`src/cache_geom_pkg.sv`:
```
/*
 * Instruction cache geometry
 * Address split, line and instruction widths, age counter default
 */
`default_nettype none

package cache_geom_pkg;

    localparam int ADDR_W    = 64;
    localparam int IDX_LSB   = 3;                     // Byte offset within the 8-byte line
    localparam int TAG_LSB   = 9;
    localparam int IDX_W     = TAG_LSB - IDX_LSB;
    localparam int TAG_W     = ADDR_W - TAG_LSB;
    localparam int NUM_SETS  = 1 << IDX_W;
    localparam int HALF_BIT  = 2;                     // Upper or lower instruction

    localparam int AGE_W_DEF = 3;

    typedef logic [ADDR_W-1:0] addr_t;
    typedef logic [TAG_W-1:0]  tag_t;
    typedef logic [IDX_W-1:0]  index_t;
    typedef logic [63:0]       line_t;
    typedef logic [31:0]       inst_t;
    typedef logic [0:0]        way_sel_t;

endpackage

`default_nettype wire

```
`src/cache_bus_pkg.sv`:
```
/*
 * Instruction cache port bundles
 * Fetch request and response, refill request and response
 */
`default_nettype none

package cache_bus_pkg;

    // From the fetch stage
    typedef struct packed {
        logic                  valid;
        cache_geom_pkg::addr_t addr;
    } fetch_req_t;

    // Back to the fetch stage, one-cycle pulse
    typedef struct packed {
        logic                  valid;
        cache_geom_pkg::inst_t inst;
    } fetch_rsp_t;

    // Level request, held until the line returns
    typedef struct packed {
        logic                  valid;
        cache_geom_pkg::addr_t addr;   // Line aligned
    } refill_req_t;

    // Line strobe from memory
    typedef struct packed {
        logic                  valid;
        cache_geom_pkg::line_t line;
    } refill_rsp_t;

endpackage

`default_nettype wire

```
`src/icache_ctrl.sv`:
```
/*
 * Instruction cache control FSM
 * Lookup, hit compare, refill request and line fill, instruction select
 */
`default_nettype none

module icache_ctrl (
    input  wire                                 clk,
    input  wire                                 i_rst,
    input  wire  cache_bus_pkg::fetch_req_t     i_fetch,
    output logic                                o_ready,
    output cache_bus_pkg::fetch_rsp_t           o_rsp,
    output cache_bus_pkg::refill_req_t          o_refill,
    input  wire  cache_bus_pkg::refill_rsp_t    i_refill,
    output cache_geom_pkg::index_t              o_index,
    output cache_geom_pkg::tag_t                o_wr_tag,
    output cache_geom_pkg::line_t               o_wr_line,
    output logic                                o_wr_en0,
    output logic                                o_wr_en1,
    input  wire  cache_geom_pkg::tag_t          i_tag0,
    input  wire  cache_geom_pkg::tag_t          i_tag1,
    input  wire                                 i_vld0,
    input  wire                                 i_vld1,
    input  wire  cache_geom_pkg::line_t         i_line0,
    input  wire  cache_geom_pkg::line_t         i_line1,
    output cache_geom_pkg::way_sel_t            o_hit_way,
    output logic                                o_hit_stb,
    output logic                                o_fill_stb,
    output logic                                o_accept,
    input  wire  cache_geom_pkg::way_sel_t      i_victim
);
    import cache_geom_pkg::*;

    typedef enum logic [2:0] {
        IDLE,
        LOOKUP,
        CHECK,
        REFILL,
        FILL_WAIT
    } state_t;

    state_t state_q;
    state_t state_d;

    addr_t  addr_q;
    tag_t   tag_cur;
    logic   hit0;
    logic   hit1;
    logic   hit;
    logic   miss;
    logic   fill;
    line_t  hit_line;
    inst_t  inst_sel;

    logic   rsp_vld_q;
    inst_t  rsp_inst_q;
    logic   refill_vld_q;
    addr_t  refill_addr_q;

    assign o_ready  = (state_q == IDLE) && !rsp_vld_q;   // Low during the response cycle
    assign o_accept = i_fetch.valid && o_ready;

    assign tag_cur  = addr_q[ADDR_W-1:TAG_LSB];
    assign o_index  = addr_q[TAG_LSB-1:IDX_LSB];

    // Hit compare on the way outputs
    assign hit0 = i_vld0 && (i_tag0 == tag_cur);
    assign hit1 = i_vld1 && (i_tag1 == tag_cur);
    assign hit  = (state_q == CHECK) && (hit0 || hit1);
    assign miss = (state_q == CHECK) && !(hit0 || hit1);

    assign o_hit_stb = hit;
    assign o_hit_way = hit0 ? 1'b0 : 1'b1;

    assign hit_line = hit0 ? i_line0 : i_line1;
    assign inst_sel = addr_q[HALF_BIT] ? hit_line[63:32] : hit_line[31:0];

    // Fill on the refill strobe edge
    assign fill       = (state_q == REFILL) && i_refill.valid;
    assign o_fill_stb = fill;
    assign o_wr_en0   = fill && (i_victim == 1'b0);
    assign o_wr_en1   = fill && (i_victim == 1'b1);
    assign o_wr_tag   = tag_cur;
    assign o_wr_line  = i_refill.line;

    always_comb begin
        state_d = state_q;
        case (state_q)
            IDLE: begin
                if (o_accept) begin
                    state_d = LOOKUP;
                end
            end
            LOOKUP: begin
                state_d = CHECK;              // Way read in flight
            end
            CHECK: begin
                state_d = hit ? IDLE : REFILL;
            end
            REFILL: begin
                if (i_refill.valid) begin
                    state_d = FILL_WAIT;
                end
            end
            FILL_WAIT: begin
                state_d = LOOKUP;             // Let the write land before re-reading
            end
            default: begin
                state_d = IDLE;
            end
        endcase
    end

    always_ff @(posedge clk) begin
        if (i_rst) begin
            state_q      <= IDLE;
            rsp_vld_q    <= 1'b0;
            refill_vld_q <= 1'b0;
        end else begin
            state_q   <= state_d;
            rsp_vld_q <= hit;
            if (miss) begin
                refill_vld_q <= 1'b1;
            end else if (fill) begin
                refill_vld_q <= 1'b0;
            end
        end
    end

    always_ff @(posedge clk) begin
        if (o_accept) begin
            addr_q <= i_fetch.addr;
        end
        if (hit) begin
            rsp_inst_q <= inst_sel;
        end
        if (miss) begin
            refill_addr_q <= {addr_q[ADDR_W-1:IDX_LSB], {IDX_LSB{1'b0}}};
        end
    end

    assign o_rsp.valid    = rsp_vld_q;
    assign o_rsp.inst     = rsp_inst_q;
    assign o_refill.valid = refill_vld_q;
    assign o_refill.addr  = refill_addr_q;

endmodule

`default_nettype wire

```
`config.mk`:
```
export PLATFORM = sky130hd
export DESIGN_NAME = icache_ctrl
export DESIGN_NICKNAME = d
export VERILOG_FILES = /design/src/cache_geom_pkg.sv /design/src/cache_bus_pkg.sv /design/src/icache_ctrl.sv
export SDC_FILE = /design/constraint.sdc
export NUM_CORES = 1
export LEC_CHECK = 0
export BUFFER_PORTS_ARGS = -buffer_cell sky130_fd_sc_hd__buf_2
export CORE_AREA = 5 5 229 231
export CTS_CLUSTER_DIAMETER = 150
export DETAILED_ROUTE_END_ITERATION = 6
export DIE_AREA = 0 0 234 236
export PLACE_DENSITY = 0.42
export SLEW_MARGIN = 10
export SYNTH_ARGS = -nofsm -noshare
export SYNTH_HDL_FRONTEND = slang
export SYNTH_SLANG_ARGS = --single-unit
export TNS_END_PERCENT = 20
```
`constraint.sdc`:
```
create_clock -name clk -period 5.8 [get_ports clk]
set_clock_uncertainty 0.15 [all_clocks]
set_input_delay 0.87 -clock clk [delete_from_list [all_inputs] [get_ports clk]]
set_output_delay 0.87 -clock clk [all_outputs]
set_load 0.02 [all_outputs]
```
==> impl_metrics.py <==
metrics = {
    "outcome": {
        "status": "finished clean",
    },
    "setup_path": {
        "regToRegSetupSlack_ns": 1.95,
        "required_ns": 4.78,
        "r2r-start": "addr_q[30]",
        "endpoint_kind": "output port",
        "path_class": "reg -> out",
        "rr_worst_depth": 6,
        "cp-start-kind": "register",
        "cp_max_fo": 33,
        "regToRegEndpoint": "rsp_inst_q[31]",
        "worst_ep_arrival_time_ns": 3.61,
    },
    "global_route": {
        "antenna_found_initial": 25,
        "grt_usage_pct": 13.3,
        "grt-ovfl-total": 0,
        "grt_max_degree": 35,
        "grt_pass1_wl_mm": 50.2,
        "grt_pass1_vias": 6731,
    },
    "final_layout": {
        "regArea_um2": 4750,
        "postLayoutCellArea_um2": 11100,
        "multi_input_area_um2": 2440,
        "final_util_pct": 22.2,
        "fillers": 5411,
        "fin_nets": 1293,
        "drive_gt1_share_pct": 58.0,
        "syn_to_final_growth_pct": 34.2,
    },
    "drt": {
        "wl_mm": 38.3,
        "viasPerCell": 3.78,
        "drcViolationCount": 0,
        "vias": 6092,
        "drtIter0Drc": 261,
        "firstDrtPassIters": 4,
        "drtAntennaViolNets": 0,
        "wl_per_cell_um": 23.8,
    },
    "floorplanning": {
        "fp.coreArea_um2": 49900,
        "die_w_um": 234,
        "floorplan.rows": 82,
        "start_util_pct": 16.5,
        "die_h_um": 236,
        "io-pin-count": 603,
        "die-area_um2": 55200,
    },
    "timing": {
        "setup_slack_ns": 1.17,
        "slew_violations": 0,
        "rsz0062_at_grt": "false",
        "finalCritPeriodShare_pct": 79.9,
        "hold_viol_final": 0,
        "tightest_slew_ns": 0.750,
        "relSlewSlack_pct": 49.6,
        "max_clock_freq_mhz": 216,
        "finalCriticalPeriod_ns": 4.63,
        "fin_tns_setup_ns": 0,
        "setup_violations": 0,
        "fin_hold_ws_ns": 0.304,
    },
    "clocking": {
        "htreeDepth": 4,
        "cts_buffers": 17,
        "post_cts_buffers": 0,
        "cts_tree": "done",
        "cts_resized": 0,
        "clock_sinks": 160,
        "root_buffer": "clkbuf_16",
        "insertion_delay_ns": 0.48,
        "cts_buffer_depth": 2,
        "cts_hold_buffers": 0,
        "cts.clk_slew.worst_paths_ns": 0.07,
    },
    "yosys": {
        "yosys.area.top_type": "edfxtp_1",
        "netlist_area_um2": 8230,
        "synth_area_leaders": "edfxtp_1 57%, buf_4 12%, xor2_1 11%, mux4_2 7.7%, nor4_1 3.5%",
        "syn-instance-count": 560,
        "avgSynthCellArea_um2": 14.7,
        "synth_cell_types": 35,
        "synth_seq_cells": 160,
        "ys_warn_count": 0,
        "ys_seq_area_share_pct": 57.7,
        "synth.top_cell.area_share_pct": 56.5,
    },
    "power": {
        "p_leak_nw": 4.53,
        "peakVddDrop_mv": 0.241,
        "powerDensity_nw_per_um2": 383,
    },
    "run": {
        "max_cap_violations": 0,
    },
    "placed_design": {
        "dpl.hpwl_mm": 32.8,
        "port_buffers": 469,
        "dpl_cell_area_um2": 10400,
        "pre_cts_slack_ns": 1.23,
        "routabilityCongestion": 0.738,
    },
    "worst_hold_path": {
        "hold_depth": 0,
        "min-delay-path-class": "reg -> reg",
        "worstHoldEndpoint": "refill_addr_q[7]",
        "worstHoldStart": "addr_q[7]",
    },
}
cell families after synthesis:
kind of cell              count (synthesis)  share of synthesized area [%]
AOI/OAI and AO/OA                         5                          0.456
xor gates and xnor gates                 99                           10.5
buffers and inverters                   140                           13.0
DFF                                     160                           57.7
muxes                                    32                           8.93
other                                     1                         0.0455
and+or+nand+nor                         123                           9.30
worst max-delay path: stages, from the launching register on:
cell and delay (ns):
edfxtp_1 0.48, xor2_1 0.25, nor4_2 0.71, nand4_1 0.27, or4_2 0.77, buf_4 0.34
buf_2 0.26
cell type report:
cell class	instances	area share, %
Clock buffer	18	3.88
Multi-Input combinational cell	262	22.0
Timing Repair Buffer	476	21.7
Inverter	3	0.102
Tap cell	672	7.61
Antenna cell	6	0.136
Sequential cell	160	43.0
Clock inverter	14	1.48
Yosys cell counts:
| cell type | n |
|---|---|
| nand2b_1 | 10 |
| o21ai_0 | 1 |
| o22ai_1 | 1 |
| nor2_1 | 7 |
| or4b_2 | 1 |
| nand2_1 | 7 |
| o211ai_1 | 1 |
| nand3b_1 | 1 |
| buf_6 | 1 |
| nand3_1 | 2 |
| or4_1 | 5 |
| and2_1 | 2 |
| buf_4 | 130 |
| nand4_1 | 14 |
| and4_1 | 2 |
| nor4b_1 | 3 |
| mux4_1 | 4 |
| or4bb_1 | 1 |
| or3_1 | 1 |
| clkbuf_1 | 3 |
| or3b_2 | 1 |
| a211oi_1 | 1 |
| conb_1 | 1 |
| edfxtp_1 | 155 |
| mux4_2 | 28 |
| o41a_1 | 1 |
| nor2b_1 | 13 |
| nor3_1 | 5 |
| inv_1 | 3 |
| xor2_1 | 99 |
| nor4_2 | 1 |
| buf_12 | 3 |
| nor4_1 | 46 |
| nand4b_1 | 1 |
| dfxtp_1 | 5 |
metrics by stage:
stage | cells | total power, mW
floorplan | 562 | 2.62
global placement | 1573 | 3.12
detailed placement | 1573 | 3.13
CTS | 1605 | 4.34
global route | 1607 | 4.46
finish | 1611 | 4.23
sequential cells by signal, indices dropped and copies added (netlist names):
name	flops
addr_q	62
state_q	3
refill_vld_q	1
rsp_inst_q	32
rsp_vld_q	1
refill_addr_q	61
metal layers:
| layer | wire length [um] | vias to the layer above | track usage [%] |
|---|---|---|---|
| li1 | - | 2714 | - |
| met4 | 586 | 28 | 3.72 |
| met3 | 4570 | 66 | 6.92 |
| met1 | 13300 | 2868 | 13.3 |
| met2 | 19700 | 416 | 24.0 |
| met5 | 194 | - | 0 |
cell usage in the layout (no fill, tap or decap), types with 2 or more instances in the layout:
master,n
clkbuf_16,17
nand2_1,7
conb_1,3
nand4_1,14
and4_1,2
mux4_2,28
edfxtp_1,155
nand3_1,2
nor2b_1,12
diode_2,6
buf_2,469
nor2_1,6
or4_1,4
dfxtp_1,5
inv_1,3
nor4_1,46
nand2b_1,10
inv_6,3
mux4_1,4
clkinv_2,4
xor2_1,99
nor3_1,5
clkinvlp_4,2
nor4b_1,3
buf_4,7
bufinv_16,3
worst max-delay path by stage:
stage,startpoint,end,depth (start not counted)
6_report,addr_q[30],o_hit_way,6
5_1_grt,addr_q[30],o_hit_way,6
4_1_cts,addr_q[30],o_hit_way,6
3_5_place_dp,i_tag0[21],o_hit_way,7
3_3_place_gp,i_tag0[21],o_hit_way,7
2_1_floorplan,i_tag0[45],refill_addr_q[10],8
report_power, final:
part           switching, mW  leakage [nW]  internal (mW)
Sequential             0.192          1.48           1.60
Clock                  0.505         0.288          0.675
Combinational          0.870          2.77          0.392
Total                   1.57          4.53           2.66
No activity file was read; power rests on OpenSTA's default activity.
